--- config.mk ---
export PLATFORM = sky130hd
export DESIGN_NAME = fifo_top
export DESIGN_NICKNAME = d
export VERILOG_FILES = /design/src/hw/fifo_pkg.sv /design/src/hw/fifo_cfg_if.sv /design/src/hw/fifo_occ_if.sv /design/src/hw/fifo_top.sv /design/src/hw/fifo_ram.sv /design/src/hw/fifo_csr.sv /design/src/hw/fifo_flag_gen.sv /design/src/hw/fifo_ptr_ctrl.sv
export SDC_FILE = /design/constraint.sdc
export NUM_CORES = 1
export LEC_CHECK = 0
export BUFFER_PORTS_ARGS = -buffer_cell sky130_fd_sc_hd__buf_2
export CAP_MARGIN = 20
export CORE_ASPECT_RATIO = 0.6
export CORE_UTILIZATION = 30
export CTS_CLUSTER_SIZE = 16
export DETAILED_ROUTE_END_ITERATION = 16
export GPL_TIMING_DRIVEN = 0
export SETUP_SLACK_MARGIN = 0.4
export SLEW_MARGIN = 0
export SYNTH_ARGS = -nofsm -noshare
export SYNTH_HDL_FRONTEND = slang
export SYNTH_SLANG_ARGS = --single-unit
--- constraint.sdc ---
create_clock -name pos_clk -period 4.85 [get_ports pos_clk]
set_clock_uncertainty 0.15 [all_clocks]
set_input_delay 0.2425 -clock pos_clk [delete_from_list [all_inputs] [get_ports pos_clk]]
set_output_delay 0.2425 -clock pos_clk [all_outputs]
set_load 0.005 [all_outputs]
--- src/hw/fifo_pkg.sv ---
/*
 * shared widths, register map and threshold reset values for the sync FIFO
 * depth is always a power of two; module parameters must match these defaults
 */
package fifo_pkg;

   // ----------------------------------------
   // sizes
   // ----------------------------------------
   localparam int DEPTH_LOG2 = 4;
   localparam int DATA_W     = 32;

   typedef logic [DATA_W-1:0]     data_t;
   typedef logic [DEPTH_LOG2-1:0] addr_t;
   // one extra bit so a full FIFO is representable
   typedef logic [DEPTH_LOG2:0]   level_t;
   typedef logic [1:0]            wb_adr_t;

   // ----------------------------------------
   // register map, word addresses
   // ----------------------------------------
   localparam wb_adr_t REG_AFULL  = 2'd0;
   localparam wb_adr_t REG_AEMPTY = 2'd1;
   localparam wb_adr_t REG_STATUS = 2'd2;
   localparam wb_adr_t REG_ERR    = 2'd3;

   // threshold defaults
   localparam level_t AFULL_RST  = 5'd12;
   localparam level_t AEMPTY_RST = 5'd4;

   // status word layout
   localparam int ST_FULL      = 0;
   localparam int ST_EMPTY     = 1;
   localparam int ST_AFULL     = 2;
   localparam int ST_AEMPTY    = 3;
   localparam int ST_LEVEL_LSB = 8;

   // sticky error bits, write one to clear
   localparam int ERR_OVF = 0;
   localparam int ERR_UDF = 1;

endpackage
--- src/hw/fifo_cfg_if.sv ---
/*
 * thresholds down from the register block, flags and error pulses up
 * pulses are one cycle wide
 */
`timescale 1ns/1ps

interface fifo_cfg_if;

   // programmed thresholds
   fifo_pkg::level_t afull_level;
   fifo_pkg::level_t aempty_level;

   // almost flags and error pulses
   logic afull;
   logic aempty;
   logic ovf_pulse;
   logic udf_pulse;

   // pass-through for the status word
   logic             full;
   logic             empty;
   fifo_pkg::level_t level;

   modport csr (
      output afull_level, aempty_level,
      input  afull, aempty, ovf_pulse, udf_pulse, full, empty, level
   );

   modport flags (
      input  afull_level, aempty_level,
      output afull, aempty, ovf_pulse, udf_pulse, full, empty, level
   );

endinterface

--- src/hw/fifo_occ_if.sv ---
/*
 * occupancy and request state, pointer controller to flag generator
 * all flags are registered; acc signals are combinational in the current cycle
 */
`timescale 1ns/1ps

interface fifo_occ_if;

   // registered occupancy and flags
   fifo_pkg::level_t level;
   logic             full;
   logic             empty;

   // raw requests and what was accepted this cycle
   logic wr_req;
   logic rd_req;
   logic wr_acc;
   logic rd_acc;

   modport ctrl (
      output level, full, empty, wr_req, rd_req, wr_acc, rd_acc
   );

   modport flags (
      input level, full, empty, wr_req, rd_req, wr_acc, rd_acc
   );

endinterface

--- src/hw/fifo_top.sv ---
/*
 * single clock FIFO with Wishbone register block
 * refused requests are dropped and pulse overflow or underflow
 */
`timescale 1ns/1ps

module fifo_top #(
   parameter int DATA_WIDTH = fifo_pkg::DATA_W,
   parameter int DEPTH_LOG2 = fifo_pkg::DEPTH_LOG2
) (
   input  logic              pos_clk,
   input  logic              aresetn,
   // write side
   input  logic              wr_req_i,
   input  fifo_pkg::data_t   wr_data_i,
   output logic              wack_o,
   output logic              full_o,
   output logic              afull_o,
   // read side
   input  logic              rd_req_i,
   output fifo_pkg::data_t   rd_data_o,
   output logic              dvld_o,
   output logic              empty_o,
   output logic              aempty_o,
   output fifo_pkg::level_t  level_o,
   output logic              overflow_o,
   output logic              underflow_o,
   // Wishbone slave
   input  logic              wb_cyc_i,
   input  logic              wb_stb_i,
   input  logic              wb_we_i,
   input  fifo_pkg::wb_adr_t wb_adr_i,
   input  fifo_pkg::data_t   wb_dat_i,
   output fifo_pkg::data_t   wb_dat_o,
   output logic              wb_ack_o
);

   fifo_occ_if occ_bus ();
   fifo_cfg_if cfg_bus ();

   logic            mem_we;
   logic            mem_re;
   fifo_pkg::addr_t mem_waddr;
   fifo_pkg::addr_t mem_raddr;

   fifo_ptr_ctrl #(.DEPTH_LOG2(DEPTH_LOG2)) u_ptr_ctrl (
      .pos_clk(pos_clk), .aresetn(aresetn),
      .wr_req_i(wr_req_i), .rd_req_i(rd_req_i), .occ(occ_bus.ctrl),
      .mem_we_o(mem_we), .mem_waddr_o(mem_waddr),
      .mem_re_o(mem_re), .mem_raddr_o(mem_raddr)
   );

   fifo_flag_gen u_flag_gen (
      .pos_clk(pos_clk), .aresetn(aresetn),
      .occ(occ_bus.flags), .cfg(cfg_bus.flags),
      .wack_o(wack_o), .overflow_o(overflow_o), .underflow_o(underflow_o),
      .afull_o(afull_o), .aempty_o(aempty_o)
   );

   fifo_csr #(.DEPTH_LOG2(DEPTH_LOG2)) u_csr (
      .pos_clk(pos_clk), .aresetn(aresetn),
      .wb_cyc_i(wb_cyc_i), .wb_stb_i(wb_stb_i), .wb_we_i(wb_we_i),
      .wb_adr_i(wb_adr_i), .wb_dat_i(wb_dat_i),
      .wb_dat_o(wb_dat_o), .wb_ack_o(wb_ack_o), .cfg(cfg_bus.csr)
   );

   fifo_ram #(.DATA_WIDTH(DATA_WIDTH), .DEPTH_LOG2(DEPTH_LOG2)) u_ram (
      .pos_clk(pos_clk), .aresetn(aresetn),
      .we_i(mem_we), .waddr_i(mem_waddr), .wdata_i(wr_data_i),
      .re_i(mem_re), .raddr_i(mem_raddr),
      .rdata_o(rd_data_o), .dvld_o(dvld_o)
   );

   // registered flags straight from the controller
   assign full_o  = occ_bus.full;
   assign empty_o = occ_bus.empty;
   assign level_o = occ_bus.level;

endmodule

--- src/hw/fifo_ram.sv ---
/*
 * simple dual-port RAM, one cycle registered read
 * same-address read and write never occur, the controller rules it out
 */
`timescale 1ns/1ps

module fifo_ram #(
   parameter int DATA_WIDTH = fifo_pkg::DATA_W,
   parameter int DEPTH_LOG2 = fifo_pkg::DEPTH_LOG2
) (
   input  logic            pos_clk,
   input  logic            aresetn,
   input  logic            we_i,
   input  fifo_pkg::addr_t waddr_i,
   input  fifo_pkg::data_t wdata_i,
   input  logic            re_i,
   input  fifo_pkg::addr_t raddr_i,
   output fifo_pkg::data_t rdata_o,
   output logic            dvld_o
);

   logic [DATA_WIDTH-1:0] mem [1 << DEPTH_LOG2];
   fifo_pkg::data_t       rdata_r;
   logic                  dvld_r;

   // storage and read register
   always_ff @(posedge pos_clk) begin
      if (we_i)
         mem[waddr_i] <= wdata_i;
      if (re_i)
         rdata_r <= mem[raddr_i];
   end

   // strobe lines up with the registered word
   always_ff @(posedge pos_clk or negedge aresetn) begin
      if (!aresetn)
         dvld_r <= 1'b0;
      else
         dvld_r <= re_i;
   end

   assign rdata_o = rdata_r;
   assign dvld_o  = dvld_r;

endmodule

--- src/hw/fifo_csr.sv ---
/*
 * Wishbone classic slave, one ack per cycle, no wait states
 * REG_STATUS is read only; REG_ERR bits are write one to clear
 */
`timescale 1ns/1ps

module fifo_csr #(
   parameter int DEPTH_LOG2 = fifo_pkg::DEPTH_LOG2
) (
   input  logic              pos_clk,
   input  logic              aresetn,
   input  logic              wb_cyc_i,
   input  logic              wb_stb_i,
   input  logic              wb_we_i,
   input  fifo_pkg::wb_adr_t wb_adr_i,
   input  fifo_pkg::data_t   wb_dat_i,
   output fifo_pkg::data_t   wb_dat_o,
   output logic              wb_ack_o,
   fifo_cfg_if.csr           cfg
);

   logic             ack_r;
   logic             wb_req;
   logic             wb_wr;
   logic             clr_ovf;
   logic             clr_udf;
   fifo_pkg::level_t afull_lvl;
   fifo_pkg::level_t aempty_lvl;
   logic             err_ovf;
   logic             err_udf;
   fifo_pkg::data_t  status;
   fifo_pkg::data_t  rd_mux;
   fifo_pkg::data_t  dat_r;

   // ----------------------------------------
   // bus decode
   // ----------------------------------------
   // new cycle only while ack is low, so a held strobe acks once
   assign wb_req  = wb_cyc_i & wb_stb_i & ~ack_r;
   assign wb_wr   = wb_req & wb_we_i;
   assign clr_ovf = wb_wr && (wb_adr_i == fifo_pkg::REG_ERR) && wb_dat_i[fifo_pkg::ERR_OVF];
   assign clr_udf = wb_wr && (wb_adr_i == fifo_pkg::REG_ERR) && wb_dat_i[fifo_pkg::ERR_UDF];

   always_ff @(posedge pos_clk or negedge aresetn) begin
      if (!aresetn) begin
         ack_r      <= 1'b0;
         afull_lvl  <= fifo_pkg::AFULL_RST;
         aempty_lvl <= fifo_pkg::AEMPTY_RST;
         err_ovf    <= 1'b0;
         err_udf    <= 1'b0;
      end else begin
         ack_r <= wb_req;
         if (wb_wr && wb_adr_i == fifo_pkg::REG_AFULL)
            afull_lvl <= wb_dat_i[DEPTH_LOG2:0];
         if (wb_wr && wb_adr_i == fifo_pkg::REG_AEMPTY)
            aempty_lvl <= wb_dat_i[DEPTH_LOG2:0];
         // a pulse beats a clear in the same cycle
         err_ovf <= cfg.ovf_pulse | (err_ovf & ~clr_ovf);
         err_udf <= cfg.udf_pulse | (err_udf & ~clr_udf);
      end
   end

   // ----------------------------------------
   // read path
   // ----------------------------------------
   always_comb begin
      status                                            = '0;
      status[fifo_pkg::ST_FULL]                         = cfg.full;
      status[fifo_pkg::ST_EMPTY]                        = cfg.empty;
      status[fifo_pkg::ST_AFULL]                        = cfg.afull;
      status[fifo_pkg::ST_AEMPTY]                       = cfg.aempty;
      status[fifo_pkg::ST_LEVEL_LSB +: DEPTH_LOG2 + 1] = cfg.level;
   end

   always_comb begin
      rd_mux = '0;
      case (wb_adr_i)
         fifo_pkg::REG_AFULL:  rd_mux[DEPTH_LOG2:0] = afull_lvl;
         fifo_pkg::REG_AEMPTY: rd_mux[DEPTH_LOG2:0] = aempty_lvl;
         fifo_pkg::REG_STATUS: rd_mux = status;
         default: begin
            rd_mux[fifo_pkg::ERR_OVF] = err_ovf;
            rd_mux[fifo_pkg::ERR_UDF] = err_udf;
         end
      endcase
   end

   // captured with the ack, held until the next cycle
   always_ff @(posedge pos_clk) begin
      if (wb_req)
         dat_r <= rd_mux;
   end

   assign wb_dat_o        = dat_r;
   assign wb_ack_o        = ack_r;
   assign cfg.afull_level  = afull_lvl;
   assign cfg.aempty_level = aempty_lvl;

   a_ack_single : assert property (@(posedge pos_clk) disable iff (!aresetn)
      wb_ack_o |=> !wb_ack_o);

endmodule

--- src/hw/fifo_flag_gen.sv ---
/*
 * almost flags, write ack and overflow/underflow pulses, all registered
 * a new threshold is used from the edge after it is written
 */
`timescale 1ns/1ps

module fifo_flag_gen (
   input  logic      pos_clk,
   input  logic      aresetn,
   fifo_occ_if.flags occ,
   fifo_cfg_if.flags cfg,
   output logic      wack_o,
   output logic      overflow_o,
   output logic      underflow_o,
   output logic      afull_o,
   output logic      aempty_o
);

   fifo_pkg::level_t level_nxt;
   logic             afull_r;
   logic             aempty_r;
   logic             wack_r;
   logic             ovf_r;
   logic             udf_r;

   // same next occupancy the controller registers
   always_comb begin
      case ({occ.wr_acc, occ.rd_acc})
         2'b10:   level_nxt = occ.level + 1'b1;
         2'b01:   level_nxt = occ.level - 1'b1;
         default: level_nxt = occ.level;
      endcase
   end

   always_ff @(posedge pos_clk or negedge aresetn) begin
      if (!aresetn) begin
         afull_r  <= 1'b0;
         aempty_r <= 1'b1;
         wack_r   <= 1'b0;
         ovf_r    <= 1'b0;
         udf_r    <= 1'b0;
      end else begin
         afull_r  <= (level_nxt >= cfg.afull_level);
         aempty_r <= (level_nxt <= cfg.aempty_level);
         wack_r   <= occ.wr_acc;
         // request that met a blocking flag
         ovf_r    <= occ.wr_req & occ.full;
         udf_r    <= occ.rd_req & occ.empty;
      end
   end

   assign wack_o      = wack_r;
   assign overflow_o  = ovf_r;
   assign underflow_o = udf_r;
   assign afull_o     = afull_r;
   assign aempty_o    = aempty_r;

   // up to the register block
   assign cfg.afull     = afull_r;
   assign cfg.aempty    = aempty_r;
   assign cfg.ovf_pulse = ovf_r;
   assign cfg.udf_pulse = udf_r;
   assign cfg.full      = occ.full;
   assign cfg.empty     = occ.empty;
   assign cfg.level     = occ.level;

   // a refused write is never also acknowledged
   a_ovf_wack : assert property (@(posedge pos_clk) disable iff (!aresetn)
      !(overflow_o && wack_o));

endmodule

--- src/hw/fifo_ptr_ctrl.sv ---
/*
 * pointers and occupancy for a power-of-two deep sync FIFO
 * writes are refused while full and reads while empty; no wait handshake
 */
`timescale 1ns/1ps

module fifo_ptr_ctrl #(
   parameter int DEPTH_LOG2 = fifo_pkg::DEPTH_LOG2
) (
   input  logic            pos_clk,
   input  logic            aresetn,
   input  logic            wr_req_i,
   input  logic            rd_req_i,
   fifo_occ_if.ctrl        occ,
   output logic            mem_we_o,
   output fifo_pkg::addr_t mem_waddr_o,
   output logic            mem_re_o,
   output fifo_pkg::addr_t mem_raddr_o
);

   localparam fifo_pkg::level_t DEPTH = fifo_pkg::level_t'(1 << DEPTH_LOG2);

   fifo_pkg::addr_t  wptr;
   fifo_pkg::addr_t  rptr;
   fifo_pkg::level_t level_r;
   fifo_pkg::level_t level_nxt;
   logic             full_r;
   logic             empty_r;
   logic             wr_acc;
   logic             rd_acc;

   // ----------------------------------------
   // acceptance from our own flag registers
   // ----------------------------------------
   assign wr_acc = wr_req_i & ~full_r;
   assign rd_acc = rd_req_i & ~empty_r;

   // occupancy after this edge; both accepted leaves it unchanged
   always_comb begin
      case ({wr_acc, rd_acc})
         2'b10:   level_nxt = level_r + 1'b1;
         2'b01:   level_nxt = level_r - 1'b1;
         default: level_nxt = level_r;
      endcase
   end

   always_ff @(posedge pos_clk or negedge aresetn) begin
      if (!aresetn) begin
         wptr    <= '0;
         rptr    <= '0;
         level_r <= '0;
         full_r  <= 1'b0;
         empty_r <= 1'b1;
      end else begin
         // pointers wrap on their own at the depth
         if (wr_acc)
            wptr <= wptr + 1'b1;
         if (rd_acc)
            rptr <= rptr + 1'b1;
         level_r <= level_nxt;
         full_r  <= (level_nxt == DEPTH);
         empty_r <= (level_nxt == '0);
      end
   end

   // memory side
   assign mem_we_o    = wr_acc;
   assign mem_waddr_o = wptr;
   assign mem_re_o    = rd_acc;
   assign mem_raddr_o = rptr;

   // state for the flag generator
   assign occ.level  = level_r;
   assign occ.full   = full_r;
   assign occ.empty  = empty_r;
   assign occ.wr_req = wr_req_i;
   assign occ.rd_req = rd_req_i;
   assign occ.wr_acc = wr_acc;
   assign occ.rd_acc = rd_acc;

   // flags stay exclusive and level in range across any request mix
   a_flags_excl : assert property (@(posedge pos_clk) disable iff (!aresetn)
      !(full_r && empty_r));
   a_level_max : assert property (@(posedge pos_clk) disable iff (!aresetn)
      level_r <= DEPTH);

endmodule

# Yosys cells after proc, flatten, opt, wreduce, memory -nomap -nowiden
# Memory sizes are Yosys's and may differ from the RTL's. A register that Yosys moved wholly into a read port is not among the register bits.
# Index checks and enable logic that the tools add are counted.
dict set report op_classes {
  n_addsub 4
  magnitude_cmp 2
  n_eq_ne 6
  mux 5
  bitwise 16
  n_reduce_logical 7
}
# operator n
set ops {}
lappend ops {{$pmux 5 s2} 1}
lappend ops {{$and 1x1->1} 9}
lappend ops {{$pmux 3 s3} 1}
lappend ops {{$add 4x1->4 const B} 2}
lappend ops {{$eq 2x2->1 const B} 3}
lappend ops {{$pmux 2 s3} 1}
lappend ops {{$add 5x1->5 const B} 1}
lappend ops {{$eq 5x5->1 const B} 1}
lappend ops {{$ge 5x5->1} 1}
lappend ops {{$le 5x5->1} 1}
lappend ops {{$logic_and 1x1->1} 5}
lappend ops {{$logic_not 5->1} 1}
lappend ops {{$not 1->1} 5}
lappend ops {{$sub 5x1->5 const B} 1}
lappend ops {{$eq 2x1->1 const B} 2}
lappend ops {{$logic_not 2->1} 1}
lappend ops {{$mux 1} 2}
lappend ops {{$or 1x1->1} 2}
dict set report word_totals {
  register_bits 66
  mem_bits_rw 512
  input_bits 73
  out_inout_bits 78
  elab_cells 59
  n_memories 1
}
# name words word_bits rd rd_clocked_by_memory_dff write_ports line_no
set mem_list {}
lappend mem_list {u_ram.mem 16 32 1 1 1 fifo_ram.sv:22} ;# logic [DATA_WIDTH-1:0] mem [1 << DEPTH_LOG2];

# Depth between registers and ports, before layout
dict set report depth {
  ltp_word 8
  mapped_depth 15
  mapped_depth_nobuf 14
}

# Cells and area by module
# Synthesis repeated with hierarchy kept, for this count alone.
dict set report unflattened {
  hier_cells 1076
  area_unflattened_um2 22885.7
}
# module n_inst cells_per_inst area_each_um2 seq_area_each_um2
set modules_own_cells {}
lappend modules_own_cells {fifo_ram 1 839 20199.4 16360.7}
lappend modules_own_cells {fifo_csr 1 85 1151.1 629.4}
lappend modules_own_cells {fifo_ptr_ctrl 1 74 864.6 376.6}
lappend modules_own_cells {fifo_flag_gen 1 78 670.6 126.4}

# Least setup slack after synthesis
# Ideal clock, no wire load.
dict set report synth_path {
  path_type {reg-to-reg}
  from {register u_ptr_ctrl.empty_r (netlist: u_ptr_ctrl.occ.empty)}
  to {register u_flag_gen.aempty_r (netlist: u_flag_gen.aempty_o)}
  setup_ns 0.073
  arrival_ns 2.627
  t_required_ns 4.627
  slack_ns 2.000
  path_stages_with_launch 13
  path_buffers 2
  synth_period_minus_slack_ns 2.850
  cell_sequence {dfstp_2 nand2b_1 buf_4 inv_2 ha_1 clkbuf_1 mux2_2 ha_1 nor2b_1 o21ai_0 nand2b_1 o221ai_1 o2bb2ai_1}
}
dict set report synth_between {
  elab_chain_len 5
  word_cells_on_any_way 6
  classes_between {order compare: 1; eq/ne: 2; mux: 1; bitwise: 2}
}
# element line_no
set synth_lines {}
lappend synth_lines {{start, declared} fifo_ptr_ctrl.sv:28} ;# logic empty_r;
lappend synth_lines {{start signal, assigned} fifo_ptr_ctrl.sv:62} ;# empty_r <= (level_nxt == '0);
lappend synth_lines {{$not 1->1 (*)} fifo_ptr_ctrl.sv:36} ;# assign rd_acc = rd_req_i & ~empty_r;
lappend synth_lines {{$and 1x1->1 (*)} fifo_ptr_ctrl.sv:36}
lappend synth_lines {{$eq 2x1->1 / $eq 2x2->1 (equally long branches)} fifo_flag_gen.sv:28} ;# case ({occ.wr_acc, occ.rd_acc})
lappend synth_lines {{$pmux 5 s2 (*)} fifo_flag_gen.sv:28}
lappend synth_lines {{net u_flag_gen.level_nxt[1]} fifo_flag_gen.sv:19} ;# fifo_pkg::level_t level_nxt;
lappend synth_lines {{$le 5x5->1 (*)} fifo_flag_gen.sv:44} ;# aempty_r <= (level_nxt <= cfg.aempty_level);
lappend synth_lines {{end signal, assigned} fifo_flag_gen.sv:44}
lappend synth_lines {{end, declared} fifo_flag_gen.sv:21} ;# logic aempty_r;
# The timed path passes the listed nets; every way through them passes the cells marked *.
# A chain may end at the register's enable or synchronous reset.

# Final worst setup path
# Same ends and word-level chain as after synthesis.

==> reports/qor.csv <==
stage,metric,value,unit
synthesis,top_reg_cell synth,edfxtp_1,
setup_path,nature of the critical path endpoint,flop,
sta,final hold vios,0,
global_routing,largest net degree at the start of global routing,35,
clocking,H-tree depth,2,
route,First DRT Iteration DRCs,955,
sta,RSZ-0062 raised after global routing,no,
route,WL per Instance,22.5,um
job,# Max-Cap Violations,0,
floorplan,FP Rows,77,
global_routing,number of global-route vias before repair,10600,
clocking,CTS Sinks,588,
run_status,outcome,finished clean,
global_routing,grt total ovfl,0,
cells_and_area,share of cells above drive strength 1,34.5,%
setup_path,Setup CP Type,reg2reg,
power,Peak supply drop,0.000269,V
synthesis,#FFs+latches synth,588,
synthesis,sequential fraction of the synthesis area,77.1,%
synthesis,Mapped Avg Cell Area,23.2,um2
global_routing,first-pass GRT wire length,73700,um
synthesis,post-synth design cell area,22700,um2
setup_path,"Largest stage delay, worst path",550,ps
sta,# setup viols final,0,
clocking,Worst-path clk slew,70,ps
clocking,CTS tree,yes,
route,final WL,50400,um
power,Leakage Power,8.89,nW
sta,Worst Max-Slew Pin Slew,1030,ps
sta,Final min period,3240,ps
cells_and_area,final core utilization,36.4,%
floorplan,die area,76800,um2
synthesis,Syn Inst Count,977,
global_routing,GRT Total Usage,13.2,%
synthesis,top-area cell type share of the netlist area,73.3,%
setup_path,CP cell instances,nand2b_1 > buf_4 > inv_2 > nand2_1 > xnor2_1 > ha_1 > or3b_1 > nand4_1 > a21oi_1 > xor2_1 > ha_1 > a31oi_1 > o2bb2ai_1,
floorplan,initial core utilization,30.5,%
setup_path,CP arrival,3610,ps
floorplan,core area,74300,um2
power,Tot Pwr,0.0152,W
cells_and_area,# diodes,0,
cells_and_area,"Area growth, synth to finish",19.2,%
clocking,Post-CTS Hold Fix Bufs,43,
setup_path,slowest cell on the critical path,dfstp_2,
sta,setup TNS,0,ps
synthesis,Synth warnings,0,
global_routing,initial antenna violation count,2,
setup_path,"most used cell, CP",ha_1,
sta,post-route clock period utilization,66.8,%
synthesis,Post-synth top cells,"554 x edfxtp_1, 162 x mux4_2, 29 x dfrtp_1, 24 x buf_4, 23 x and2_1",
synthesis,top post-synthesis cells by area,"edfxtp_1 73%, mux4_2 16%, dfrtp_1 3.2%",
route,vias per inst,4.70,
placement,HPWL after DPL,31600,um
clocking,cts repair resizes,0,
clocking,"Clk Latency, worst-skew pair",600,ps
floorplan,I/O pin count,151,
min_path,hold path cells,2,
synthesis,post-synth top area cell,edfxtp_1,
clocking,Clock Tree Buf Depth,3,
synthesis,most frequent cell after synthesis,edfxtp_1,
floorplan,Die Ht,215,um
route,number of remaining DRC errors,0,
route,antenna-violating nets left,0,
sta,Rel. slew slack,31.6,%
min_path,Worst Hold Class,in2reg,
route,Vias,10500,
clocking,CTS Buf Count,53,
setup_path,CP Data Required Time,5220,ps
floorplan,die width,357,um
setup_path,CP startpoint kind,flop,
sta,"Slew Viols, Final",0,
setup_path,cell family with most CP delay,simple AND/OR/NAND/NOR gates,
route,Detailed Routing Iterations Pass 1,5,
setup_path,Reg2Reg Depth,13,
cells_and_area,fin nets,1303,
setup_path,Crit Path Max Fanout,8,
setup_path,CP Buf/Inv Count,2,
synthesis,Netlist cell types,50,
placement,PortBufs,99,
synthesis,Post-synth EDFFs,554,
clocking,clock root cell,clkbuf_16,
synthesis,Post-synth ARST share,5.78,%
setup_path,critical path depth,13,
clocking,setup bufs post-CTS,0,
sta,Max Fclk,0.309,GHz
power,PwrDens,564,nW/um2
placement,RePlAce Congestion,0.768,
[routing by layer]
metal  global-route usage (%)  wire length, um  vias up
li1                         -                -     4526
met1                     20.2            24300     5673
met2                     19.0            22200      274
met3                     3.08             3120       67
met4                     2.54              765        4
met5                        0               20        -
[metrics by stage]
step	instances	hold WS, ps	area, um2	setup WS, ps
2_1_floorplan	998	-203	22800	2000
3_3_place_gp	2084	214	24500	1290
3_5_place_dp	2102	225	24900	1620
4_1_cts	2242	2.21	27000	1600
5_1_grt	2244	40.7	27100	1390
6_report	2244	39.2	27100	1610
[layout by cell type, fill, tap and decap left out, types with 14 or more instances in the layout]
cell / instances
nand2_1: 20
mux4_2: 162
and2_2: 16
clkbuf_16: 53
ha_1: 15
edfxtp_1: 554
buf_4: 24
clkbuf_1: 27
conb_1: 22
buf_12: 14
dfrtp_1: 29
buf_2: 106
dlygate4sd3_1: 43
[report_power, final]
group / leakage (nW) / internal [W] / switching [W]
combinational: 2.62 / 0.00216 / 0.00232
clock: 0.830 / 0.00233 / 0.00186
sequential: 5.44 / 0.00637 / 0.000221
total: 8.89 / 0.0109 / 0.00439
[cells by family (layout without fill, tap and decap cells)]
kind of cell,count (synthesis),count (layout),share of synthesized area (%)
flops,588,588,77.1
mux,172,172,16.6
other cells,1,22,0.0165
buf+inv,84,343,2.24
fa+ha+maj,15,15,0.827
simple gates,76,76,1.89
xor+xnor,12,12,0.524
compound gates,29,29,0.860
[registers in the layout (all words and copies together) (netlist names), 4 cells and up]
| name | count |
|---|---|
| u_csr.cfg.aempty_level | 5 |
| u_ptr_ctrl.occ.level | 5 |
| u_ram.rdata_o | 32 |
| u_ptr_ctrl.mem_raddr_o | 4 |
| u_csr.wb_dat_o | 10 |
| u_ram.mem | 512 |
| u_ptr_ctrl.mem_waddr_o | 4 |
| u_csr.cfg.afull_level | 5 |
[cell type report]
| type | instances | area [um2] |
|---|---|---|
| inverter | 15 | 56.3 |
| sequential | 588 | 17500 |
| tap | 987 | 1230 |
| timing repair buffer | 162 | 1330 |
| buffer | 69 | 452 |
| multi-input combinational | 326 | 4790 |
| clock inverter | 36 | 343 |
| fill | 6690 | 47200 |
| clock buffer | 61 | 1360 |
[worst paths after layout]
path / slack, ps / from / end
max reg2reg: 1610 / u_ptr_ctrl.occ.empty / u_flag_gen.aempty_o
max: 1610 / u_ptr_ctrl.occ.empty / u_flag_gen.aempty_o
min reg2reg: 320 / u_flag_gen.cfg.ovf_pulse / u_csr.err_ovf
min: 40 / wb_adr_i[1] / u_csr.wb_dat_o[4]
min in group asynchronous: 120 / aresetn / u_csr.cfg.afull_level[4]
max in group asynchronous: 3910 / aresetn / u_ptr_ctrl.mem_raddr_o[3]
Power figures use the tool's default switching activity.
